$ cat config.mk
export PLATFORM = sky130hd
export DESIGN_NAME = vrf_bank
export DESIGN_NICKNAME = d
export VERILOG_FILES = /design/src/hw/vlane_pkg.sv /design/src/hw/vrf_bank.sv
export VERILOG_INCLUDE_DIRS = /design/src /design/src/hw
export SDC_FILE = /design/constraint.sdc
export NUM_CORES = 2
export LEC_CHECK = 0
export ABC_CLOCK_PERIOD_IN_PS = 10330
export BUFFER_PORTS_ARGS = -buffer_cell sky130_fd_sc_hd__clkbuf_2
export CAP_MARGIN = 40
export CORE_ASPECT_RATIO = 0.75
export CORE_MARGIN = 5
export CORE_UTILIZATION = 36
export CTS_CLUSTER_DIAMETER = 80
export DETAILED_ROUTE_END_ITERATION = 8
export PLACE_DENSITY = 0.58
export SETUP_SLACK_MARGIN = 0.1
export SLEW_MARGIN = 10
export SYNTH_ARGS = -nofsm -noshare
export SYNTH_HDL_FRONTEND = slang
export SYNTH_SLANG_ARGS = --single-unit
export TNS_END_PERCENT = 20
$ cat constraint.sdc
create_clock -name clk_i -period 10.33 [get_ports clk_i]
set_input_delay 2.066 -clock clk_i [delete_from_list [all_inputs] [get_ports clk_i]]
set_output_delay 2.066 -clock clk_i [all_outputs]
set_load 0.05 [all_outputs]
$ cat src/hw/vlane_macros.svh
// Vector lane cluster sizes
`ifndef VLANE_MACROS_SVH
`define VLANE_MACROS_SVH

// Lane geometry
`define VLANE_NUM 4
`define WORD_W 32
`define ROW_W (`VLANE_NUM * `WORD_W)

// Register file
`define VREG_NUM 8
`define ROWS_PER_VREG 8
`define VRF_DEPTH (`VREG_NUM * `ROWS_PER_VREG)

// Store flow control
`define STORE_CREDITS 2

`endif
$ cat src/hw/vlane_pkg.sv
// Vector lane cluster types
`include "vlane_macros.svh"

package vlane_pkg;

   typedef logic [`WORD_W-1:0] word_t;
   typedef logic [`ROW_W-1:0] row_t;       // Lane 0 in the low word
   typedef logic [2:0] vreg_idx_t;
   typedef logic [3:0] row_cnt_t;          // 1..8
   typedef logic [5:0] vrf_addr_t;         // {vreg, row}
   typedef logic [4:0] imm_t;
   typedef logic [1:0] credit_cnt_t;

   typedef enum logic [1:0] {SEW_8, SEW_16, SEW_32} sew_e;
   typedef enum logic [2:0] {ADD, SUB, AND, OR, XOR} alu_op_e;
   typedef enum logic [1:0] {OP2_VECTOR, OP2_SCALAR, OP2_IMM} op2_sel_e;
   typedef enum logic [1:0] {INST_ARITH, INST_LOAD, INST_STORE} vinst_e;
   typedef enum logic [1:0] {IDLE, RUN, DRAIN} seq_state_e;

   // Byte transpose between lane order and element order
   // Wide elements keep byte k in lane k, so 16 and 32 bit use the same swap
   function automatic row_t stripe_swap(input row_t row, input sew_e sew);
      row_t swapped;
      for (int l = 0; l < `VLANE_NUM; l++)
      begin
         for (int b = 0; b < `WORD_W / 8; b++)
         begin
            if (sew == SEW_8)
               swapped[l*`WORD_W + b*8 +: 8] = row[l*`WORD_W + b*8 +: 8];
            else
               swapped[l*`WORD_W + b*8 +: 8] = row[b*`WORD_W + l*8 +: 8];
         end
      end
      return swapped;
   endfunction

endpackage

$ cat src/hw/vrf_bank.sv
// Lane register file slice
`include "vlane_macros.svh"

module vrf_bank
   import vlane_pkg::*;
(
   input  logic      clk_i,
   input  vrf_addr_t rd_addr_a_i,
   input  vrf_addr_t rd_addr_b_i,
   input  logic      we_i,
   input  vrf_addr_t waddr_i,
   input  word_t     wdata_i,
   output word_t     rd_data_a_o,
   output word_t     rd_data_b_o
);

   word_t mem [`VRF_DEPTH];
   word_t rd_a_q;
   word_t rd_b_q;

   // Both reads registered, old data on a same-address write
   always_ff @(posedge clk_i)
   begin
      if (we_i)
         mem[waddr_i] <= wdata_i;
      rd_a_q <= mem[rd_addr_a_i];   // vs1 or store
      rd_b_q <= mem[rd_addr_b_i];   // vs2
   end

   assign rd_data_a_o = rd_a_q;
   assign rd_data_b_o = rd_b_q;

endmodule

---- Word-level counts from Yosys, hierarchy flattened ----
Memory sizes are Yosys's and may differ from the RTL's. A register that Yosys moved wholly into a read port is not among the register bits.
Index checks and enable logic that the tools add are counted.
cells by class
  muxes and demuxes ....................... 2
operator list
  cell               count
  1-bit two-way mux  2
storage, ports and cells
  register bits ........................... 0
  memory bits (writable) .................. 2048
  input bits .............................. 52
  logic and storage cells ................. 3
  memories ................................ 1
memory list
  memory  words  width  read ports  clocked after Yosys merged registers in  write ports  RTL line        source
  mem     64     32     2           2                                        1            vrf_bank.sv:17  word_t mem [`VRF_DEPTH];

---- Longest topological paths before layout ----
  depth after elaboration ................. 2
  depth in mapped cells ................... 10
  depth with buffers taken out ............ 5

---- Worst setup path before layout ----
Ideal clock, no wire load.
  kind .................................... in2reg
  start ................................... input waddr_i[3]
  end ..................................... memory mem[48][0] (netlist name) (enable)
  setup time .............................. 0.461 ns
  arrival ................................. 4.796 ns
  data required time ...................... 9.869 ns
  setup slack ............................. 5.073 ns
  stages on the path ...................... 4
  cell sequence ........................... clkbuf_1 nor2b_1 nand4b_1 nor3_1
RTL lines
  item         RTL line        source
  from (decl)  vrf_bank.sv:11  input vrf_addr_t waddr_i,
  to (decl)    vrf_bank.sv:17
Straight into the memory's write port.

==> out/metrics.yaml <==
yosysTopAreaCell: "edfxtp_1"
worstMarginPinSlew_ns: 0.961
die_h_um: 456
skew_ns: 0.0385
cts_resized: 0
dpl.hpwl_mm: 187
drv_slew: 0
grt_usage_pct: 22.7
start_kind: "input port"
num_vias: 52800
drt_wl_total_mm: 319
dr.pass1.iters: 7
initial_core_util_pct: 36.3
cpPeakStageDelay_ns: 0.80
finalCritPeriodShare_pct: 49.2
hold_buffers: 0
synthToLayoutAreaGrowth_pct: 14.4
fillers: 22700
fin_ws_ns: 5.25
cts_sinks: 2112
route.detailed.drc: 0
maxClockFrequency_mhz: 197
layout_min_cycle_time_ns: 5.08
synth_edf_count: 2048
path_cells: "buf_8 -> buf_4 -> buf_4 -> mux2i_1 -> a22oi_1 -> nand2_1 -> a21oi_1"
hold_violations: 0
fin_area_um2: 109000
grt_pass1_vias: 52100
p_total_uw: 18900
cts_root_buf: "clkbuf_16"
syn_avg_cell_area_um2: 21.7
post-cts-setup-buffers: 0
yosysMostFrequentCell: "edfxtp_1"
drt_iter0_drc: 7735
cap_violations: 0
grt_max_degree: 107
p_per_area_nw_per_um2: 173
clk-insertion-delay-late_ns: 0.86
clkPwrFrac_pct: 40.4
hold_class: "flip-flop to flip-flop"
cp.arrival_ns: 5.86
max-vdd-ir-drop_v: 0.000124
utilization_pct: 41.5
wire_per_inst_um: 38.1
portBuffers: 115
critPathSlowestCell: "buf_4"
clk_path_buf_depth: 4
dpl_cell_area_um2: 103000
syn-cell-area_um2: 95700
final_layout_size_suffix_gt1_share_pct: 39.7
switchingPower_uw: 4460
crit_path_max_fanout: 82
seq_power_share_pct: 50.5
cts_made_buffers: 213
rsz0062_at_grt: "false"
p_sw_share_pct: 23.5
die-area_um2: 276000
num_io_pins: 116
post-place-ws_ns: 4.40
crit_top_cell: "buf_4"
final_nets: 4712
drtAntennaViolNets: 0
ys.warnings.count: 0
required_ns: 11.11
overflow: 0
p_int_uw: 14500
status: "complete, no violations"
synthFlopType: "edfxtp_1"
fp.dieW_um: 605
gp_congestion: 0.804
crit_type: "input port to flip-flop"
yosysUniqueCellTypes: 38
rows: 163
core-area_um2: 264000
cts_tree: "built"
endpoint_kind: "flip-flop"
synth_seq_cells: 2112
ys_seq_area_share_pct: 65.6
grt_pass1_wl_mm: 438
synth_cells: 4412
power_frac_comb_pct: 9.1
via_per_inst: 6.30
finalSetupViolations: 0
netlist_top_cells_area: "edfxtp_1 64%, mux4_2 26%, mux2i_1 2.1%"
synth_top_area_share_pct: 64.3
clk_pin_slew_worst_paths_ns: 0.07
h-tree-depth: 4
maxSlewHeadroom_pct: 35.9
tns_ns: 0
p_leak_uw: 0.0340
syn_nets: 4464
async_flop_share_pct: 0
antenna_found_initial: 27
synthTopCellsByCount: "2048 x edfxtp_1, 1124 x mux4_2, 204 x mux2i_1"
-- kinds of logic (layout without fill, tap and decap cells) --
kind of cell	count (synthesis)	in the layout	synth area share, %
other	0	7	0
buffers and inverters	348	760	1.83
multiplexers	1364	1364	29.0
AO/OA/AOI/OAI	340	340	2.39
AND/OR/NAND/NOR	248	248	1.13
flip-flops	2112	2112	65.6
-- routing by layer --
| layer | share of wire (%) | GRT usage [%] |
|---|---|---|
| met3 | 13 | 7.26 |
| met5 | 0.036 | 0 |
| met1 | 40 | 32.9 |
| met4 | 2.9 | 5.97 |
| met2 | 44 | 33.1 |
-- registers in the layout, indices dropped and copies added, names as in the netlist --
name and count:
rd_data_a_o 32, mem 2048, rd_data_b_o 32
-- area by class of cell --
type                    count  area (um2)  area share, %
diodes                      7        17.5         0.0160
clock buffers             286        5810           5.31
clock inverters            93         902          0.825
inverters                   1        3.75        0.00343
multi-input cells        1952       31700           28.9
flip-flops and latches   2112       62800           57.4
well taps                3547        4440           4.06
repair buffers            380        3790           3.47
-- stage by stage --
| step | hold slack [ns] | std cells |
|---|---|---|
| finish | 0.901 | 8378 |
| CTS | 0.900 | 8359 |
| global route | 0.967 | 8371 |
| global placement | 0.878 | 7895 |
| floorplan | 0.780 | 4412 |
| detailed placement | 0.885 | 7980 |
-- power groups by stage --
stage,Sequential [uW],Combinational [uW],Clock [uW]
floorplan,9820,908,0
global placement,9750,1670,0
detailed placement,9750,1700,0
CTS,9570,1710,7760
global route,9560,1800,8110
finish,9560,1720,7660
-- worst paths after layout --
| check | startpoint | to | slack (ns) | cells after the start |
|---|---|---|---|---|
| worst min-delay path | mem[29][22] | rd_data_a_o[22] | 0.90 | 5 |
| worst max-delay path | rd_addr_b_i[1] | rd_data_b_o[8] | 5.25 | 7 |
| worst max register to register | mem[51][10] | rd_data_b_o[10] | 7.83 | 4 |
| worst min register to register | mem[29][22] | rd_data_a_o[22] | 0.90 | 5 |
-- cell usage in the layout, fill, tap and decap left out, types with 35 or more instances in the layout --
cell type,instances
mux4_2,1124
clkbuf_16,216
nor2_4,63
mux2_2,36
o22ai_1,56
dfxtp_1,64
clkbuf_1,56
mux2i_1,204
a22oi_1,85
nand2_1,91
clkbuf_2,105
a21oi_1,58
edfxtp_1,2048
buf_4,184
buf_16,35
-- critical path: cells and delay by family --
| kind | cells | cell delay (ns) |
|---|---|---|
| simple gates | 1 | 0.35 |
| buf+inv | 3 | 2.02 |
| compound gates | 2 | 0.92 |
| mux | 1 | 0.23 |
No activity file was read; power rests on OpenSTA's default activity.
