===== src/hw/vlane_macros.svh =====
// Vector lane cluster sizes
`ifndef VLANE_MACROS_SVH
`define VLANE_MACROS_SVH

// Lane geometry
`define VLANE_NUM 4
`define WORD_W 32
`define ROW_W (`VLANE_NUM * `WORD_W)

// Register file
`define VREG_NUM 8
`define ROWS_PER_VREG 8
`define VRF_DEPTH (`VREG_NUM * `ROWS_PER_VREG)

// Store flow control
`define STORE_CREDITS 2

`endif

===== src/hw/vlane_pkg.sv =====
// Vector lane cluster types
`include "vlane_macros.svh"

package vlane_pkg;

   typedef logic [`WORD_W-1:0] word_t;
   typedef logic [`ROW_W-1:0] row_t;       // Lane 0 in the low word
   typedef logic [2:0] vreg_idx_t;
   typedef logic [3:0] row_cnt_t;          // 1..8
   typedef logic [5:0] vrf_addr_t;         // {vreg, row}
   typedef logic [4:0] imm_t;
   typedef logic [1:0] credit_cnt_t;

   typedef enum logic [1:0] {SEW_8, SEW_16, SEW_32} sew_e;
   typedef enum logic [2:0] {ADD, SUB, AND, OR, XOR} alu_op_e;
   typedef enum logic [1:0] {OP2_VECTOR, OP2_SCALAR, OP2_IMM} op2_sel_e;
   typedef enum logic [1:0] {INST_ARITH, INST_LOAD, INST_STORE} vinst_e;
   typedef enum logic [1:0] {IDLE, RUN, DRAIN} seq_state_e;

   // Byte transpose between lane order and element order
   // Wide elements keep byte k in lane k, so 16 and 32 bit use the same swap
   function automatic row_t stripe_swap(input row_t row, input sew_e sew);
      row_t swapped;
      for (int l = 0; l < `VLANE_NUM; l++)
      begin
         for (int b = 0; b < `WORD_W / 8; b++)
         begin
            if (sew == SEW_8)
               swapped[l*`WORD_W + b*8 +: 8] = row[l*`WORD_W + b*8 +: 8];
            else
               swapped[l*`WORD_W + b*8 +: 8] = row[b*`WORD_W + l*8 +: 8];
         end
      end
      return swapped;
   endfunction

endpackage


===== src/hw/vlane_sequencer.sv =====
// Instruction sequencer
`include "vlane_macros.svh"

module vlane_sequencer
   import vlane_pkg::*;
(
   input  logic        clk_i,
   input  logic        rst_i,
   input  logic        start_i,
   output logic        ready_o,
   input  vinst_e      inst_type_i,
   input  alu_op_e     alu_op_i,
   input  sew_e        sew_i,
   input  row_cnt_t    vl_i,
   input  vreg_idx_t   vd_i,
   input  vreg_idx_t   vs1_i,
   input  vreg_idx_t   vs2_i,
   input  op2_sel_e    op2_sel_i,
   input  logic        load_valid_i,
   output logic        ready_for_load_o,
   input  logic        store_credit_i,
   output vrf_addr_t   rd_addr_a_o,
   output vrf_addr_t   rd_addr_b_o,
   output logic        we_o,
   output vrf_addr_t   waddr_o,
   output logic        wr_from_load_o,
   output alu_op_e     alu_op_o,
   output sew_e        sew_o,
   output op2_sel_e    op2_sel_o,
   output logic        store_issue_o
);

   localparam int ROW_BITS = $clog2(`ROWS_PER_VREG);

   seq_state_e  state_q;
   vinst_e      inst_q;
   alu_op_e     alu_op_q;
   sew_e        sew_q;
   op2_sel_e    op2_sel_q;
   row_cnt_t    vl_q;
   row_cnt_t    row_q;
   vreg_idx_t   vd_q;
   vreg_idx_t   vs1_q;
   vreg_idx_t   vs2_q;
   credit_cnt_t credit_q;
   logic [1:0]  pipe_vld_q;           // Bank register, then execute/store register
   vrf_addr_t   pipe_addr_q [2];
   logic        accept;
   logic        last_row;
   logic        load_xfer;
   logic        store_issue;
   logic        issue;
   logic        running;
   vrf_addr_t   vd_addr;

   assign ready_o     = (state_q == IDLE);
   assign accept      = start_i & ready_o;
   assign running     = (state_q == RUN);
   assign last_row    = (row_q == vl_q - row_cnt_t'(1));
   assign load_xfer   = running && inst_q == INST_LOAD && load_valid_i;
   assign store_issue = running && inst_q == INST_STORE && credit_q != '0;
   assign issue       = (running && inst_q == INST_ARITH) || store_issue;
   assign vd_addr     = {vd_q, row_q[ROW_BITS-1:0]};

   // Port a serves vs1 or the store source
   assign rd_addr_a_o = (inst_q == INST_STORE) ? vd_addr : {vs1_q, row_q[ROW_BITS-1:0]};
   assign rd_addr_b_o = {vs2_q, row_q[ROW_BITS-1:0]};

   assign we_o             = load_xfer | (pipe_vld_q[1] & (inst_q == INST_ARITH));
   assign waddr_o          = load_xfer ? vd_addr : pipe_addr_q[1];
   assign wr_from_load_o   = load_xfer;
   assign ready_for_load_o = running && inst_q == INST_LOAD;
   assign store_issue_o    = pipe_vld_q[0] & (inst_q == INST_STORE);

   assign alu_op_o  = alu_op_q;
   assign sew_o     = sew_q;
   assign op2_sel_o = op2_sel_q;

   //////////////////////////////
   // Control

   always_ff @(posedge clk_i)
   begin
      if (!rst_i)
      begin
         state_q    <= IDLE;
         row_q      <= '0;
         pipe_vld_q <= '0;
         credit_q   <= credit_cnt_t'(`STORE_CREDITS);
      end
      else
      begin
         pipe_vld_q <= {pipe_vld_q[0], issue};
         credit_q   <= credit_q - credit_cnt_t'(store_issue) + credit_cnt_t'(store_credit_i);
         case (state_q)
            IDLE:
            begin
               if (accept)
               begin
                  state_q <= RUN;
                  row_q   <= '0;
               end
            end
            RUN:
            begin
               if (issue || load_xfer)
               begin
                  row_q <= row_q + row_cnt_t'(1);
                  if (last_row)
                     state_q <= (inst_q == INST_LOAD) ? IDLE : DRAIN;
               end
            end
            DRAIN:
            begin
               if (pipe_vld_q == 2'b10)   // Last row leaves the pipe
                  state_q <= IDLE;
            end
            default: state_q <= IDLE;
         endcase
      end
   end

   //////////////////////////////
   // Held fields and write address line

   always_ff @(posedge clk_i)
   begin
      if (accept)
      begin
         inst_q    <= inst_type_i;
         alu_op_q  <= alu_op_i;
         sew_q     <= sew_i;
         op2_sel_q <= op2_sel_i;
         vl_q      <= vl_i;
         vd_q      <= vd_i;
         vs1_q     <= vs1_i;
         vs2_q     <= vs2_i;
      end
      pipe_addr_q[0] <= vd_addr;
      pipe_addr_q[1] <= pipe_addr_q[0];
   end

endmodule


===== config.mk =====
export PLATFORM = sky130hd
export DESIGN_NAME = vlane_sequencer
export DESIGN_NICKNAME = d
export VERILOG_FILES = /design/src/hw/vlane_pkg.sv /design/src/hw/vlane_sequencer.sv
export VERILOG_INCLUDE_DIRS = /design/src /design/src/hw
export SDC_FILE = /design/constraint.sdc
export NUM_CORES = 1
export LEC_CHECK = 0
export BUFFER_PORTS_ARGS = -buffer_cell sky130_fd_sc_hd__buf_4
export CAP_MARGIN = 20
export CORE_MARGIN = 4
export CORE_UTILIZATION = 35
export DETAILED_ROUTE_END_ITERATION = 16
export PLACE_DENSITY = 0.59
export SYNTH_ARGS = -nofsm -noshare
export SYNTH_HDL_FRONTEND = slang
export SYNTH_SLANG_ARGS = --single-unit

===== constraint.sdc =====
create_clock -name clk_i -period 3.5 [get_ports clk_i]
set_input_delay 0.175 -clock clk_i [delete_from_list [all_inputs] [get_ports clk_i]]
set_output_delay 0.175 -clock clk_i [all_outputs]
set_load 0.03 [all_outputs]

* Word-level counts from Yosys, hierarchy flattened
Memories as Yosys holds them, arrays and structs flattened. Index checks and enable logic that the tools add are counted.
Operators by class: $add $sub $neg 4, eq/ne operators 10, mux-type cells 11, bitwise gates (word level) 4, reduce and logical (&&, ||, !) cells 13
Operators with widths (count):
- $mux 6 | 2
- $mux 2 | 5
- $mux 4 | 2
- $pmux 4 s2 | 1
- $eq 2x2->1 const B | 3
- $pmux 2 s3 | 1
- $logic_and 1x1->1 | 5
- $add 4x1->4 const B | 1
- $eq 2x1->1 const B | 2
- $eq 4x4->1 | 1
- $logic_not 2->1 | 2
- $ne 2x1->1 const B | 2
- $ne 2x2->1 const B | 2
- $reduce_and 4->1 | 1
- $reduce_bool 2->1 | 2
- $sub 4x1->4 const B | 1
- $and 1x1->1 | 3
- $reduce_and 3->1 | 1
- $add 2x1->2 | 1
- $logic_or 1x1->1 | 2
- $sub 2x1->2 | 1
- $or 1x1->1 | 1
Word-level totals: register bits 32, RAM bits 12, input port bits 27, output and inout port bits 30, logic and storage cells 55, memories kept 1
Memory list:
- pipe_addr_q | words 2, bits a word 6, rd ports 2, clocked after Yosys merged registers in 0, wr ports 2, RTL line vlane_sequencer.sv:47 | vrf_addr_t pipe_addr_q [2];

* Depth between registers and ports, before layout
word-level depth 7, depth in mapped cells 8, depth with buffers taken out 8

* Worst setup path after synthesis
OpenSTA, ideal clock, no wires.
path type reg2reg, from register state_q[0], to register alu_op_q[0], in the netlist alu_op_o[0] (enable), setup time 0.377 ns, data arrival time 1.474 ns, required time 3.123 ns, setup slack 1.649 ns, cell stages (with the launch flop) 4, path buffers 0, path through dfxtp_1 nor2_1 nand2_1 inv_1
On the way: cells in the longest elaborated chain, start to end 2
Ends and longest elaborated chain:
- start: declaration | RTL line vlane_sequencer.sv:35 | seq_state_e state_q;
- start signal: assignment | RTL line vlane_sequencer.sv:110 | state_q <= (inst_q == INST_LOAD) ? IDLE : DRAIN;
- $logic_not 2->1 | RTL line vlane_sequencer.sv:56 | assign ready_o = (state_q == IDLE);
- named net ready_o | RTL line vlane_sequencer.sv:10 | output logic ready_o,
- $and 1x1->1 | RTL line vlane_sequencer.sv:57 | assign accept = start_i & ready_o;
- named net accept | RTL line vlane_sequencer.sv:48 | logic accept;
- end signal: assignment | RTL line vlane_sequencer.sv:131 | alu_op_q <= alu_op_i;
- end: declaration | RTL line vlane_sequencer.sv:37 | alu_op_e alu_op_q;
The timed path passes the listed nets, and every way through them passes these cells. A chain may end at the register's enable or synchronous reset.

* Final worst setup path
from register inst_q[1], to output waddr_o[3]
On the way: cells in the longest elaborated chain, start to end 4
Ends and longest elaborated chain:
- start: declaration | RTL line vlane_sequencer.sv:36 | vinst_e inst_q;
- start signal: assignment | RTL line vlane_sequencer.sv:130 | inst_q <= inst_type_i;
- $eq 2x1->1 | RTL line vlane_sequencer.sv:60 | assign load_xfer = running && inst_q == INST_LOAD && load_valid_i;
- $logic_and 1x1->1 (2 in a row) | RTL line vlane_sequencer.sv:60
- $mux 6 | RTL line vlane_sequencer.sv:70 | assign waddr_o = load_xfer ? vd_addr : pipe_addr_q[1];
- end: declaration | RTL line vlane_sequencer.sv:25 | output vrf_addr_t waddr_o,
Every way passes these cells.

==> summary.md <==
| Metric | Value |
|---|---|
| Reg2Reg Depth | 8 |
| Synth area leaders | edfxtp_1 39%, dfxtp_1 26%, mux2_2 6.0% |
| Hold_buf cts | 0 |
| Mapped cell area | 1680 um2 |
| Die Wd | 77.3 um |
| Routability congestion estimate | 0.732 |
| Critical-path top delay cell | edfxtp_1 |
| Largest net degree at the start of global routing | 23 |
| H-tree levels | 2 |
| Cell taking the most area after synthesis | edfxtp_1 |
| Synth Area in Adders | roughly 3.0% |
| Power consumption | between 1000 and 1500 uW |
| Nets | around 210 |
| Layout area overhead | 32.6% |
| Synth top area share | 39.3% |
| DRT iter0 DRCs | 24 |
| Post-synthesis compound-gate area fraction | 5.29% |
| Clock Tree Buf Depth | 2 |
| Leak pwr | 0.000967 uW |
| Synth unique cells | 31 |
| Internal power | 852 uW |
| Launching element type of the critical path | flip-flop |
| Syn Area/Cell | around 14 um2 |
| Max stage delay on crit path | between 0.4 and 0.5 ns |
| Placed Instances | ~230 |
| Clock Latency Late Sink | 0.29 ns |
| Sink Count | 44 |
| Detailed-placement wirelength estimate | 2370 um |
| VDD IR max | about 0.00026 V |
| Yosys warnings | 0 |
| Core area | approximately 4500 um2 |
| Slew at the pin closest to its max-slew limit | about 0.85 ns |
| Detail-routed net length per standard cell | 13.7 um |
| First-pass GRT wire length | 5280 um |
| Num ports | 57 |
| Synthesized net count | 155 |
| Sw power | 269 uW |
| Req. time, crit path | 3.32 ns |
| Sw Share | 24.0% |
| Die Area | 5970 um2 |
| Max-cap violations | 0 |
| Min Tclk post-route | 2.11 ns |
| Clock transition at path regs | roughly 0.080 ns |
| Post-CTS resize count | 0 |
| N_diodes | 0 |
| EDFF count, synth | 22 |
| Number of synthesized register bits | 44 |
| Outcome | complete, no violations |
| CTS tree | yes |
| Largest family of logic cells by synthesized area | simple AND/OR/NAND/NOR gates |
| Vias | about 1100 |
| Sequential group share of total power | 52.6% |
| Synthesized instance count | 124 |
| Crit Path Max Fanout | 8 |
| Gr ovfl total | 0 |
| Initial Util | roughly 37% |
| Setup_tns | 0 ns |
| DR pass1 iterations | 4 |
| WS Path Type | flip-flop to output port |
| Setup bufs post-CTS | 0 |
| Synth Area in Simple Gates | 11.8% |
| WL final | 3200 um |
| Xor-xnor portion of the synthesized cell area | 3.65% |
| Util after Layout | 49.4% |
| CP Cell Sequence | and4bb_4, nand2_1, mux2_2, buf_4 |
| RSZ-0062 raised after global routing | false |
| Vias in the first global route | about 1200 |
| Fmax | 475 MHz |
| Power Density | ~500 nW/um2 |
| Final Non-Filler Cells | 233 |
| Final setup viols | 0 |
| TritonCTS buffer count | 5 |
| Mux contribution to synthesized area | 6.04% |
| Final Skew | 0.00314 ns |
| Number of port buffers | 56 |
| Worst min path class | input pin to flip-flop |
| Slew Limit Fails | 0 |
| Worst Min Path Start | vs1_i[2] |
| Data arrival, critical path | slightly below 2 ns |
| GR Util All Layers | 11.5% |
| Critical R2R Capture | credit_q[1] |
| Commonest cells in the synthesized netlist | 22 x dfxtp_1, 22 x edfxtp_1, 9 x mux2_2 |
| Endpoint type of the worst setup path | output port |
| Slew margin rel. | 43.5% |
| FF-to-FF Start | inst_q[0] |
| Combinational Power Share | 13.2% |
| Die height | 77.3 um |
| Root buffer cell | clkbuf_8 |
| Initial antenna violation count | 0 |
| FF-to-FF setup slack | 1.59 ns |
| Final ANT Viol Nets | 0 |
| Post-synthesis sequential area ratio | 65.6% |
| DRC | 0 |
| Crit share post-route | 60.2% |
| Worst Hold Endpoint | vs1_q[2] |
| Final hold vios | 0 |
| # rows | 24 |
| Predominant post-synthesis flop cell | edfxtp_1 |
| Cell Area, Placed | 2120 um2 |
| Hold depth | 1 |
| Final instance area | 2230 um2 |
| Via density | between 4 and 5 |
| Layout cell share with drive strength beyond 1 | 42.0% |
| Clock share of power | 34.2% |
| Synth async-reset ratio | 0% |
## registers in the layout (all words and copies together) (netlist names)
register / count
pipe_addr_q: 12
row_q: 4
vl_q: 4
alu_op_o: 3
vd_q: 3
vs1_q: 3
vs2_q: 3
credit_q: 2
inst_q: 2
op2_sel_o: 2
pipe_vld_q: 2
sew_o: 2
state_q: 2
## layout make-up
class                      count  area, um2
fill                         413       2280
sequential                    44       1100
multi-input combinational     65        499
timing repair buffer          56        420
clock buffer                   5       68.8
tap                           52       65.1
clock inverter                 3       42.5
inverter                       8       30.0
## per-stage QoR
step                setup WS (ns)  hold slack (ns)
floorplan                    1.65            0.274
global placement             1.67            0.311
detailed placement           1.56            0.312
CTS                          1.37           0.0378
global route                 1.28           0.0321
finish                       1.39           0.0506
## power groups by stage
stage	Combinational (uW)	Clock [uW]	Sequential [uW]
after CTS	151	395	591
after detailed placement	150	0	602
after floorplan	77.3	0	612
after global placement	148	0	601
after global routing	162	413	594
final	148	383	590
## cell families (layout without fill, tap and decap cells)
kind of cell             count (synthesis)  in the layout
AO/OA/AOI/OAI                           11             11
multiplexers                             9              9
adder cells (fa/ha/maj)                  4              4
XOR/XNOR                                 7              7
flip-flops                              44             44
buffers and inverters                   15             72
AND/OR/NAND/NOR                         34             34
## per-layer routing
layer	vias to the layer above	wire, um	part of all wire [%]	global-route usage, %
met5	-	0	0	0
met4	0	23	0.72	6.41
met2	45	1550	48	18.7
met1	501	1310	41	12.3
li1	538	-	-	-
met3	2	323	10	5.50
## cells in the final DEF, fill, tap and decap left out
cell / n
nand3_1: 4
nand4bb_1: 1
nor3b_2: 1
nand2b_1: 3
xor2_1: 4
edfxtp_1: 22
nor2_1: 6
dfxtp_1: 22
o21ai_1: 1
and3_1: 2
nand2_1: 8
clkinv_2: 1
and4bb_4: 1
ha_1: 4
xnor2_1: 3
nor2b_1: 1
o21a_1: 1
clkinvlp_4: 1
a211o_1: 1
inv_1: 8
o31a_1: 1
buf_4: 56
a22oi_4: 1
nor3b_1: 1
or3b_1: 1
clkbuf_8: 5
a21boi_1: 1
o21ai_0: 2
a21oi_1: 2
bufinv_16: 1
mux2_2: 9
or3_1: 3
and2_1: 2
o311a_1: 1
## worst max path at each step
| stage | start | cells past startpoint | to | slack (ns) |
|---|---|---|---|---|
| finish | inst_q[1] | 4 | waddr_o[3] | 1.39 |
| detailed placement | inst_q[0] | 8 | credit_q[1] | 1.56 |
| CTS | inst_q[1] | 4 | waddr_o[3] | 1.37 |
| global route | inst_q[1] | 4 | waddr_o[3] | 1.28 |
| floorplan | state_q[0] | 3 | alu_op_o[0] | 1.65 |
| global placement | inst_q[0] | 8 | credit_q[1] | 1.67 |
## critical path, delay by kind of cell, from the launching register on
| kind | cells | cell delay [ns] |
|---|---|---|
| and+or+nand+nor | 2 | 0.65 |
| DFF | 1 | 0.44 |
| buffers and inverters | 1 | 0.17 |
| muxes | 1 | 0.37 |
No activity file was read; power rests on OpenSTA's default activity.
