File: src/hw/vlane_macros.svh
// Vector lane cluster sizes
`ifndef VLANE_MACROS_SVH
`define VLANE_MACROS_SVH

// Lane geometry
`define VLANE_NUM 4
`define WORD_W 32
`define ROW_W (`VLANE_NUM * `WORD_W)

// Register file
`define VREG_NUM 8
`define ROWS_PER_VREG 8
`define VRF_DEPTH (`VREG_NUM * `ROWS_PER_VREG)

// Store flow control
`define STORE_CREDITS 2

`endif
File: src/hw/vlane_pkg.sv
// Vector lane cluster types
`include "vlane_macros.svh"

package vlane_pkg;

   typedef logic [`WORD_W-1:0] word_t;
   typedef logic [`ROW_W-1:0] row_t;       // Lane 0 in the low word
   typedef logic [2:0] vreg_idx_t;
   typedef logic [3:0] row_cnt_t;          // 1..8
   typedef logic [5:0] vrf_addr_t;         // {vreg, row}
   typedef logic [4:0] imm_t;
   typedef logic [1:0] credit_cnt_t;

   typedef enum logic [1:0] {SEW_8, SEW_16, SEW_32} sew_e;
   typedef enum logic [2:0] {ADD, SUB, AND, OR, XOR} alu_op_e;
   typedef enum logic [1:0] {OP2_VECTOR, OP2_SCALAR, OP2_IMM} op2_sel_e;
   typedef enum logic [1:0] {INST_ARITH, INST_LOAD, INST_STORE} vinst_e;
   typedef enum logic [1:0] {IDLE, RUN, DRAIN} seq_state_e;

   // Byte transpose between lane order and element order
   // Wide elements keep byte k in lane k, so 16 and 32 bit use the same swap
   function automatic row_t stripe_swap(input row_t row, input sew_e sew);
      row_t swapped;
      for (int l = 0; l < `VLANE_NUM; l++)
      begin
         for (int b = 0; b < `WORD_W / 8; b++)
         begin
            if (sew == SEW_8)
               swapped[l*`WORD_W + b*8 +: 8] = row[l*`WORD_W + b*8 +: 8];
            else
               swapped[l*`WORD_W + b*8 +: 8] = row[b*`WORD_W + l*8 +: 8];
         end
      end
      return swapped;
   endfunction

endpackage

File: src/hw/lane_result.sv
// Result scatter and store output
module lane_result
   import vlane_pkg::*;
(
   input  logic clk_i,
   input  logic rst_i,
   input  sew_e sew_i,
   input  row_t alu_row_i,
   input  row_t load_data_i,
   input  row_t rd_row_a_i,
   input  logic wr_from_load_i,
   input  logic store_issue_i,
   output row_t wdata_o,
   output row_t store_data_o,
   output logic store_valid_o
);

   row_t scattered;
   row_t store_data_q;
   logic store_valid_q;

   // Back to lane order
   assign scattered = stripe_swap(alu_row_i, sew_i);
   assign wdata_o   = wr_from_load_i ? load_data_i : scattered;

   //////////////////////////////
   // Store register

   always_ff @(posedge clk_i)
   begin
      if (!rst_i)
         store_valid_q <= 1'b0;
      else
         store_valid_q <= store_issue_i;
   end

   always_ff @(posedge clk_i)
   begin
      if (store_issue_i)
         store_data_q <= rd_row_a_i;   // Bank port a holds vd row
   end

   assign store_data_o  = store_data_q;
   assign store_valid_o = store_valid_q;

endmodule

File: config.mk
export PLATFORM = sky130hd
export DESIGN_NAME = lane_result
export DESIGN_NICKNAME = d
export VERILOG_FILES = /design/src/hw/vlane_pkg.sv /design/src/hw/lane_result.sv
export VERILOG_INCLUDE_DIRS = /design/src /design/src/hw
export SDC_FILE = /design/constraint.sdc
export NUM_CORES = 1
export LEC_CHECK = 0
export BUFFER_PORTS_ARGS = -buffer_cell sky130_fd_sc_hd__clkbuf_2
export CAP_MARGIN = 0
export CORE_AREA = 2 2 255 257
export CTS_BUF_LIST = sky130_fd_sc_hd__clkbuf_8 sky130_fd_sc_hd__clkbuf_16
export CTS_CLUSTER_SIZE = 12
export DETAILED_ROUTE_END_ITERATION = 7
export DIE_AREA = 0 0 257 259
export PLACE_DENSITY_LB_ADDON = 0.05
export SYNTH_ARGS = -nofsm -noshare
export SYNTH_HDL_FRONTEND = slang
export SYNTH_SLANG_ARGS = --single-unit
File: constraint.sdc
create_clock -name clk_i -period 1.4 [get_ports clk_i]
set_input_delay 0.07 -clock clk_i [delete_from_list [all_inputs] [get_ports clk_i]]
set_output_delay 0.07 -clock clk_i [all_outputs]
set_load 0.01 [all_outputs]
* After elaboration in Yosys (flattened, before gate mapping) *
Cells that the tools add are included.

storage, ports and cells
  bits in registers = 129
  input port bits = 390
  output and inout bits = 257
  logic and storage cells = 16

cells by class
  muxes and demuxes = 13
  reductions and logical operators = 1

operator list
  operator            count
  128-bit 2-to-1 mux  1
  8-bit 2-to-1 mux    12
  2-bit zero test     1

* Logic depth before layout (Yosys ltp) *
Gate-level depths: netlist of the first run.

  word-level depth = 3
  depth in mapped cells = 6

* Worst setup path after synthesis of the first run *
OpenSTA, ideal clock, no wires.

  path type = input port to output port
  start point = input port sew_i[1]
  end point = output port wdata_o[100]
  data arrival time = 1.139 ns
  data required time = 1.330 ns
  setup slack = 0.191 ns
  stages on the path = 6
  buffers on the path = 4
  cell sequence = clkbuf_1 -> or2_1 -> buf_6 -> buf_6 -> buf_6 -> a221o_1

on the way
  cells in the longest elaborated chain, start to end = 3

ends and longest elaborated chain
  element             RTL line           RTL
  start: declaration  lane_result.sv:7   input sew_e sew_i,
  2-bit zero test     n/a
  8-bit 2-to-1 mux    vlane_pkg.sv:28    if (sew == SEW_8)
  128-bit 2-to-1 mux  lane_result.sv:24  assign wdata_o = wr_from_load_i ? load_data_i : scattered;
  end: declaration    lane_result.sv:13  output row_t wdata_o,

No other way between the ends.

* Final worst setup path of the first run *
  start point = input port sew_i[0]
  end point = output port wdata_o[39]

The elaborated chain is that of the path after synthesis.

==> results of run 1 <==
[logic make-up (layout without fill, tap and decap cells)]
logic type	Yosys count	after routing
muxes	32	32
and+or+nand+nor	194	194
AOI/OAI and AO/OA	96	96
DFF	129	129
other	0	2
buffers and inverters	68	848
[registers in the layout (all words and copies together), names as in the netlist]
signal and cells:
store_data_o 128, store_valid_o 1
[how the worst min path moves through the flow]
stage                             to  cells after the start
floorplan            store_data_o[0]                      0
global placement    store_data_o[20]                      1
detailed placement  store_data_o[11]                      1
CTS                 store_data_o[71]                      1
global route        store_data_o[71]                      1
finish              store_data_o[71]                      1
[metrics by stage]
stage | hold slack, ns | total power [mW]
after floorplan | 0.169 | 5.89
after global placement | 0.247 | 7.63
after detailed placement | 0.249 | 7.60
after CTS | 0.0333 | 12.8
after global routing | 0.0424 | 13.1
final | 0.0566 | 12.5
[synth_stat cells (all sizes together)]
| cell | count | area (µm²) |
|---|---|---|
| mux2 | 32 | 360 |
| clkbuf | 44 | 165 |
| or2 | 1 | 6.26 |
| nor4b | 96 | 841 |
| dfxtp | 1 | 20.0 |
| and2b | 2 | 15.0 |
| and2 | 1 | 6.26 |
| edfxtp | 128 | 3840 |
| buf | 24 | 156 |
| nor2b | 94 | 588 |
| a221o | 96 | 961 |
[area by class of cell]
| cell class | count | area, µm² |
|---|---|---|
| Tap cell | 855 | 1070 |
| Antenna cell | 2 | 5.00 |
| Fill cell | 7097 | 50500 |
| Clock inverter | 15 | 194 |
| Multi-Input combinational cell | 322 | 2810 |
| Sequential cell | 129 | 3860 |
| Clock buffer | 17 | 425 |
| Timing Repair Buffer | 816 | 5060 |
[power groups by stage]
stage          Sequential, mW  Clock [mW]  Combinational, mW
2_1_floorplan            4.92           0              0.972
3_3_place_gp             4.74           0               2.90
3_5_place_dp             4.74           0               2.86
4_1_cts                  4.66        4.91               3.20
5_1_grt                  4.69        5.09               3.36
6_report                 4.66        4.76               3.11
[repair_timing]
| item | 4_1_cts | 5_1_grt |
|---|---|---|
| setup endpoints to repair | 2 | 4 |
| buffers inserted | 0 | 0 |
| hold endpoints to repair | 129 | 0 |
| hold buffers | 129 | 0 |
| resized for setup | 2 | 2 |
[routing by layer]
layer | global-route usage (%) | up-vias | part of all wire, %
li1 | - | 3686 | -
met1 | 11.8 | 3812 | 36
met2 | 23.0 | 319 | 56
met3 | 3.40 | 29 | 6.6
met4 | 2.73 | 2 | 1.3
met5 | 0 | - | 0.032
==> results by group, run 1 <==
Layout
  • Design Area, Final: 0.0134 mm²
  • Nets: around 1700
  • Ratio of cells with drive above 1 in the final layout: between 50 and 60%
  • Most common cell after layout, fill and taps aside: clkbuf_2
  • P&R area growth vs syn: 92.8%
  • Most frequent cells in the layout: clkbuf_2 (642), dlygate4sd3_1 (129), edfxtp_1 (128)
  • Final Core Density: between 20% and 30%
  • Final non-filler cell total: around 2200

GRT
  • Antenna violations before repair: 3
  • Gr usage total: 11.6%
  • Pin count of the biggest net entering global routing: 58
  • First-pass GRT wire length: 56900 µm
  • Vias in the first global route: 8308
  • Total gr overflow: 0

Detailed routing
  • Total length of routed wires: 40700 µm
  • Routed WL per cell: 18.9 µm
  • Vias/cell: 3.64
  • Pre-antenna DRT Iters: 4
  • First DRT Iteration DRCs: roughly 240
  • Via count: around 8000
  • Post-route DRC: 0
  • ANT nets after route: 0

Job
  • Max_cap viols: 0

Worst setup path
  • Critical path's slowest cell: nor4b_2
  • Kind of critical path: in -> out
  • Bufs and invs on worst path: 4
  • Crit. path cell count: 6
  • Most frequent CP cell: buf_4
  • Largest stage delay on the critical path: 0.35 ns
  • CP arrival: 1.26 ns
  • Type of origin of the critical path: input pin
  • Critical path destination: wdata_o[39]
  • WP data required: about 1.3 ns
  • Worst-path maximum fanout: 18
  • Cells along the critical path: buf_4 -> buf_4 -> nor4b_2 -> buf_4 -> a221o_1 -> clkbuf_2
  • Family with the most delay on the worst path: buffers and inverters
  • Worst setup startpoint: sew_i[0]
  • Crit. End Element: output port

Die
  • Rows: 93
  • IO Pins: 647
  • Initial core utilization: 10.9%
  • Core Footprint: 0.0639 mm²
  • Height of the die: 259 µm
  • Die Footprint: 0.0666 mm²
  • Die Width: 257 µm

Yosys
  • Combinational family with the most area after synthesis: simple AND/OR/NAND/NOR gates
  • Netlist cell types: 14
  • Synth warn: 0
  • Seq/Total Area, Yosys: 55.5%
  • Area share of xor/xnor cells in the synthesized design: 0%
  • Mean Syn Cell Area: 13.4 µm²
  • Syn Inst Count: about 520
  • Mux share of post-synthesis cell area: 5.18%
  • #FFs+latches synth: 129
  • Synth Area in Simple Gates: about a fifth
  • Synthesized area: 0.00696 mm²
  • Compound-gate portion of the synthesized area: 13.8%
  • Post-Synth Adder-Cell Area: 0%
  • Syn Nets: 909

Placement
  • DP Area: 0.0115 mm²
  • Final Wtd Congestion: 0.749
  • # port buffers: 646
  • Placed Cells: 1993
  • Setup WS pre-CTS: -0.222 ns
  • Post-detail-place hpwl: 33800 µm

Power
  • Pint: 9.11 mW
  • IR drop worst, VDD: 0.000964 V
  • Switching share of total power: 27.3%
  • Flop pwr share: 37.2%
  • Leakage: 5.80 nW
  • Gate power share: 24.8%
  • PwrDens: 932 mW/mm²
  • Psw: roughly 3.4 mW
  • Clk pwr share: 38.0%

STA
  • Slew margin rel.: a little under 80%
  • Worst slew pin tran: ~0.33 ns
  • Fin crit share: 95.1%
  • Setup ws final: 0.0691 ns
  • Final setup viols: 0
  • RSZ-0062 raised after global routing: true
  • Final setup TNS: 0 ns
  • Max Slew Vio Count: 0
  • FMAX: about 750 MHz
  • Minimum clock period: 1.33 ns
  • Final Hold Fails: 0

CTS
  • Number of clock sinks: roughly 130
  • Clock-pin slew on the worst setup and hold paths: 0.07 ns
  • Clock Tree Buf Depth: 2
  • H-tree depth: 4
  • CTS buffer count: 17
  • TritonCTS clock tree: yes
  • Clock Tree Root: clkbuf_16

Hold path
  • Hold Path Class: in -> reg
  • Hold_sp: store_issue_i

Outcome
  • Status: complete, no violations
(Power assumes the default switching activity.)
==> inputs of run 2 (changes only) <==
Settings changed: BUFFER_PORTS_ARGS -buffer_cell sky130_fd_sc_hd__clkbuf_2 to unset, CORE_AREA 2 2 255 257 to 2 2 251 253, DIE_AREA 0 0 257 259 to 0 0 253 255, DONT_BUFFER_PORTS set to 1, TNS_END_PERCENT set to 1.
==> run 2 against run 1 <==
  * The flow now finishes with violations (negative hold slack)
  * Clock-buffer cell count unchanged
  * Cell area decreased by 28%
  * Clock power decreased by 8.2%
  * Critical path type unchanged
  * Total power decreased by 16%
  * Critical path depth decreased by 4
  * Core utilization decreased by 5.5 points
  * Via count decreased by 30%
  * Highest routed layer unchanged
  * Final cell count decreased by 34%
==> results by group, run 2 (synthesis gave the netlist of run 1 again) <==
Worst setup path
  • WP data required: 1.33 ns (about the same)
  • Family with the most delay on the worst path: simple AND/OR/NAND/NOR gates (was buffers and inverters)
  • Crit. path cell count: 2 (was 6)
  • Largest stage delay on the critical path: 0.64 ns (was 0.35 ns)
  • Cells along the critical path: nor4b_1 -> a221o_1 (was buf_4 -> buf_4 -> nor4b_2 -> buf_4 -> a221o_1 -> clkbuf_2)
  • Bufs and invs on worst path: 0 (was 4)
  • Type of origin of the critical path: input pin (unchanged)
  • Kind of critical path: in -> out (unchanged)
  • CP arrival: 1.33 ns (was 1.26 ns)
  • Critical path's slowest cell: nor4b_1 (was nor4b_2)
  • Crit. End Element: output port (unchanged)
  • Worst-path maximum fanout: 320 (was 18)

Outcome
  • Failing checks: negative hold slack
  • Status: finished with violations (was complete, no violations)

STA
  • Final setup TNS: 0 ns (unchanged)
  • Worst slew pin tran: 0.882 ns (was 0.330 ns)
  • Final Hold Fails: 128 (was 0)
  • Slew margin rel.: 41.2% (was 77.7%)
  • Worst Hold Slack: -0.243 ns (was 0.0566 ns)
  • Setup ws final: 0.00349 ns (was 0.0691 ns)
  • Fin crit share: 99.8% (was 95.1%)
  • RSZ-0062 raised after global routing: false (was true)
  • Minimum clock period: 1.40 ns (was 1.33 ns)
  • Max Slew Vio Count: 0 (unchanged)
  • Final setup viols: 0 (unchanged)
  • FMAX: 716 MHz (was 751 MHz)

Power
  • Switching share of total power: 24.9% (was 27.3%)
  • Flop pwr share: 46.8% (was 37.2%)
  • Gate power share: 11.8% (was 24.8%)
  • Clk pwr share: 41.4% (was 38.0%)
  • Leakage: 2.86 nW (was 5.80 nW)
  • IR drop worst, VDD: 0.000657 V (was 0.000964 V)
  • Pint: 7.92 mW (was 9.11 mW)
  • Psw: 2.63 mW (was 3.41 mW)
  • PwrDens: 1100 mW/mm² (was 932 mW/mm²)

GRT
  • Gr usage total: 9.31% (was 11.6%)
  • Total gr overflow: 0 (unchanged)
  • Pin count of the biggest net entering global routing: 321 (was 58)
  • First-pass GRT wire length: 42300 µm (was 56900 µm)
  • Vias in the first global route: 5647 (was 8308)
  • Antenna violations before repair: 14 (was 3)

Die
  • Core Footprint: 0.0622 mm² (was 0.0639 mm²)
  • IO Pins: 647 (unchanged)
  • Rows: 92 (was 93)
  • Die Width: 253 µm (was 257 µm)
  • Height of the die: 255 µm (was 259 µm)
  • Die Footprint: 0.0645 mm² (was 0.0666 mm²)
  • Initial core utilization: 11.2% (was 10.9%)

Detailed routing
  • Post-route DRC: 0 (unchanged)
  • Vias/cell: 3.86 (was 3.64)
  • ANT nets after route: 0 (unchanged)
  • Total length of routed wires: 33300 µm (was 40700 µm)
  • Via count: 5513 (was 7848)
  • First DRT Iteration DRCs: 323 (was 244)
  • Pre-antenna DRT Iters: 5 (was 4)
  • Routed WL per cell: 23.3 µm (was 18.9 µm)

Layout
  • Most common cell after layout, fill and taps aside: dlygate4sd3_1 (was clkbuf_2)
  • Final Core Density: 15.5% (was 21.0%)
  • Ratio of cells with drive above 1 in the final layout: 11.6% (was 58.0%)
  • Largest register FFs: 128 (unchanged)
  • P&R area growth vs syn: 38.2% (was 92.8%)
  • Nets: 998 (was 1676)
  • Most frequent cells in the layout: dlygate4sd3_1 (130), edfxtp_1 (128), nor4b_1 (96), a221o_1 (96), nor2b_1 (94) (was clkbuf_2 (642), dlygate4sd3_1 (129), edfxtp_1 (128))
  • Fill cells: 6892 (was 7097)

CTS
  • CTS buffer count: 17 (unchanged)
  • H-tree depth: 4 (unchanged)
  • # hold bufs at CTS: 130 (was 129)
  • Clock-pin slew on the worst setup and hold paths: 0.06 ns (was 0.07 ns)
  • Number of clock sinks: 129 (unchanged)
  • Post_cts resized: 0 (was 2)
  • Clock Tree Root: clkbuf_16 (unchanged)
  • Postcts setup bufs: 0 (unchanged)
  • Clock Tree Buf Depth: 2 (unchanged)
  • TritonCTS clock tree: yes (unchanged)

Hold path
  • Hold Path Class: in -> reg (unchanged)
  • WHS Path Cells: 0 (was 1)
  • Hold_sp: store_issue_i (unchanged)
  • Worst Hold End: store_data_o[122] (was store_data_o[71])

Placement
  • Setup WS pre-CTS: 0.323 ns (was -0.222 ns)
  • # port buffers: 0 (was 646)
  • Final Wtd Congestion: 0.829 (was 0.749)
  • Post-detail-place hpwl: 25800 µm (was 33800 µm)

Job
  • Max_cap viols: 0 (unchanged)
run 2: changes by cell type in the layout (fill, tap and decap cells not counted), sizes merged:
cell	before	now
clkbuf	659	17
buf	45	8
diode	2	9
inv	1	4
bufinv	4	2
clkinvlp	6	5
dlygate4sd3	129	130
run 2: worst max-delay path by stage:
stage                    from      endpoint  slack (ns)
2_1_floorplan        sew_i[1]  wdata_o[100]        0.19
3_3_place_gp         sew_i[1]   wdata_o[36]        0.31
3_5_place_dp   wr_from_load_i   wdata_o[24]        0.32
4_1_cts        wr_from_load_i   wdata_o[24]        0.32
5_1_grt        wr_from_load_i   wdata_o[24]        0.14
6_report       wr_from_load_i   wdata_o[24]       0.003
run 2: area by class of cell:
type	count	area [µm²]	area share (%)
Clock inverter	15	159	1.65
Antenna cell	9	22.5	0.234
Sequential cell	129	3860	40.1
Timing Repair Buffer	138	1370	14.3
Multi-Input combinational cell	322	2780	28.9
Tap cell	799	1000	10.4
Clock buffer	17	425	4.42
run 2: power groups by stage:
| stage | logic, mW | clock network [mW] | registers, mW |
|---|---|---|---|
| after floorplan | 0.972 | 0 | 4.92 |
| after detailed placement | 0.919 | 0 | 5.04 |
| after global placement | 0.956 | 0 | 5.07 |
| after CTS | 1.26 | 4.55 | 4.96 |
| after global routing | 1.31 | 4.64 | 4.97 |
| final | 1.24 | 4.37 | 4.94 |
run 2: stage by stage:
stage / power [mW] / std cells / area [µm²] / hold WS (ns)
2_1_floorplan: 5.89 / 519 / 6960 / 0.169
3_3_place_gp: 6.03 / 1258 / 7720 / 0.169
3_5_place_dp: 5.96 / 1258 / 7720 / 0.169
4_1_cts: 10.8 / 1420 / 9600 / -0.281
5_1_grt: 10.9 / 1429 / 9620 / -0.278
6_report: 10.6 / 1429 / 9620 / -0.243
run 2: per-layer routing:
layer  wire length, µm  vias to the layer above  global-route usage (%)
li1                  -                     2337                       -
met1              9290                     2698                    7.04
met2             19200                      417                    19.3
met3              3020                       59                    3.50
met4              1780                        2                    5.66
met5                11                        -                       0
==> inputs of run 3 (changes only) <==
Settings changed: PLACE_DENSITY set to 0.35, PLACE_DENSITY_LB_ADDON 0.05 to unset, SETUP_SLACK_MARGIN set to 0.2.
Clock period 1.4 ns to 1.65 ns, I/O delays scaled along.
==> run 3 against run 2 <==
  * The run still ends with negative hold slack left
  * Sequential power shrank 15%
  * Sequential cell count is the same
  * Critical path depth grew 1
  * Critical path type unchanged
  * Cell area grew 0.10%
  * Hold slack gained 0.021 ns
  * Largest cell class unchanged
  * Clock-buffer cell count is the same
  * Routed wire length shrank 0.23%
  * Final cell count grew 1.0%
  * Global-route usage shrank 0.14 points
  * Setup slack gained 0.31 ns
  * Core utilization is essentially flat
  * Critical endpoint is now wdata_o[29]
  * First-iteration DRC count grew 65%
==> results by group, run 3 (synthesis gave the netlist of run 1 again) <==
CTS
  • TritonCTS clock tree: yes (unchanged)
  • Clock Tree Buf Depth: 2 (unchanged)
  • Clock-pin slew on the worst setup and hold paths: 0.06 ns (about the same)
  • Clock Tree Root: clkbuf_16 (unchanged)
  • H-tree depth: 4 (unchanged)
  • # hold bufs at CTS: 130 (unchanged)
  • Postcts setup bufs: 0 (unchanged)
  • Number of clock sinks: 129 (unchanged)
  • Post_cts resized: 0 (unchanged)
  • CTS buffer count: 17 (unchanged)

STA
  • Final setup TNS: 0 ns (unchanged)
  • Final Hold Fails: 128 (unchanged)
  • Minimum clock period: 1.34 ns
  • Worst slew pin tran: 0.724 ns (was 0.882 ns)
  • Fin crit share: between 80 and 90%
  • RSZ-0062 raised after global routing: false (unchanged)
  • Worst Hold Slack: -0.221 ns (was -0.243 ns)
  • Slew margin rel.: 51.1% (was 41.2%)
  • Final setup viols: 0 (unchanged)
  • Max Slew Vio Count: 0 (unchanged)
  • FMAX: 748 MHz

Worst setup path
  • WP data required: 1.57 ns (was 1.33 ns)
  • Type of origin of the critical path: input pin (unchanged)
  • Kind of critical path: in -> out (unchanged)
  • Crit. End Element: output port (unchanged)
  • CP arrival: 1.25 ns (was 1.33 ns)
  • Cells along the critical path: nor4b_1 -> buf_4 -> a221o_1 (was nor4b_1 -> a221o_1)
  • Critical path's slowest cell: nor4b_1 (unchanged)
  • Worst-path maximum fanout: 320 (unchanged)
  • Largest stage delay on the critical path: 0.66 ns (was 0.64 ns)

Layout
  • Most frequent cells in the layout: dlygate4sd3_1 (130), edfxtp_1 (128), nor4b_1 (96), a221o_1 (96), nor2b_1 (94) (unchanged)
  • Fill cells: 6871 (was 6892)
  • Nets: 1005 (was 998)
  • Ratio of cells with drive above 1 in the final layout: 12.3% (was 11.6%)
  • Largest register FFs: 128 (unchanged)
  • Reg area: 0.00386 mm² (unchanged)
  • Most common cell after layout, fill and taps aside: dlygate4sd3_1 (unchanged)
  • P&R area growth vs syn: 38.4% (was 38.2%)
  • Multi-input gate area: 0.00278 mm² (unchanged)
  • Final Core Density: 15.5% (about the same)

Detailed routing
  • First DRT Iteration DRCs: 534 (was 323)
  • Vias/cell: 3.90 (was 3.86)
  • Routed WL per cell: 23.0 µm (was 23.3 µm)
  • ANT nets after route: 0 (unchanged)
  • Pre-antenna DRT Iters: 5 (unchanged)
  • Post-route DRC: 0 (unchanged)
  • Via count: 5631 (was 5513)
  • Total length of routed wires: 33200 µm (was 33300 µm)

Power
  • PwrDens: 892 mW/mm² (was 1100 mW/mm²)
  • Leakage: 2.89 nW (was 2.86 nW)
  • IR drop worst, VDD: 0.000633 V (was 0.000657 V)

Die
  • IO Pins: 647 (unchanged)
  • Rows: 92 (unchanged)
  • Die Footprint: 0.0645 mm² (unchanged)
  • Height of the die: 255 µm (unchanged)
  • Die Width: 253 µm (unchanged)
  • Initial core utilization: 11.2% (unchanged)
  • Core Footprint: 0.0622 mm² (unchanged)

Outcome
  • Status: finished with violations (unchanged)
  • Failing checks: negative hold slack (unchanged)

GRT
  • First-pass GRT wire length: 41400 µm (was 42300 µm)
  • Total gr overflow: 0 (unchanged)
  • Global-route met2 utilization: 16.5% (was 19.3%)
  • Antenna violations before repair: 19 (was 14)
  • Gr usage total: 9.17% (was 9.31%)
  • Vias in the first global route: 5298 (was 5647)
  • Gr busiest metal: met2 (unchanged)
  • M1 GR Usage: 9.49% (was 7.04%)
  • Pin count of the biggest net entering global routing: 321 (unchanged)
  • Met3 usage: 3.42% (was 3.50%)

Placement
  • Final Wtd Congestion: 0.936 (was 0.829)
  • Post-detail-place hpwl: 25500 µm (was 25800 µm)
  • # port buffers: 0 (unchanged)

Job
  • Max_cap viols: 0 (unchanged)

Hold path
  • Hold Path Class: in -> reg (unchanged)
[run 3: area by class of cell]
| type | instances | area share [%] |
|---|---|---|
| Antenna cell | 17 | 0.442 |
| Clock buffer | 17 | 4.42 |
| Clock inverter | 15 | 1.00 |
| Multi-Input combinational cell | 322 | 28.9 |
| Sequential cell | 129 | 40.1 |
| Tap cell | 799 | 10.4 |
| Timing Repair Buffer | 145 | 14.8 |
[run 3: worst max-delay path, delay by kind of cell]
| kind | cells | cell delay [ns] |
|---|---|---|
| AOI/OAI and AO/OA | 1 | 0.16 |
| buffers and inverters | 1 | 0.21 |
| and+or+nand+nor | 1 | 0.66 |
[run 3: power breakdown]
group | leakage (nW) | internal, mW | switching, mW
combinational | 1.37 | 0.588 | 0.495
sequential | 1.26 | 3.91 | 0.276
clock | 0.260 | 1.90 | 1.43
total | 2.89 | 6.40 | 2.20
[run 3: routing by layer]
layer,vias up,wire length [µm]
met2,440,17200
met1,2763,11800
li1,2359,-
met3,57,3030
met4,12,1140
met5,-,85
[run 3: final timing paths]
kind | startpoint | end | cells after the start
max | wr_from_load_i | wdata_o[29] | 3
min | store_issue_i | store_data_o[69] | 0
[run 3: per-stage QoR]
step / area [µm²] / hold slack (ns) / worst slack [ns] / cells / power (mW)
3_3_place_gp: 7770 / 0.181 / 0.434 / 1265 / 5.09
2_1_floorplan: 6960 / 0.181 / 0.416 / 519 / 5.00
3_5_place_dp: 7770 / 0.181 / 0.438 / 1265 / 5.07
4_1_cts: 9590 / -0.249 / 0.438 / 1427 / 8.67
5_1_grt: 9620 / -0.253 / 0.275 / 1438 / 8.89
6_report: 9630 / -0.221 / 0.313 / 1444 / 8.60
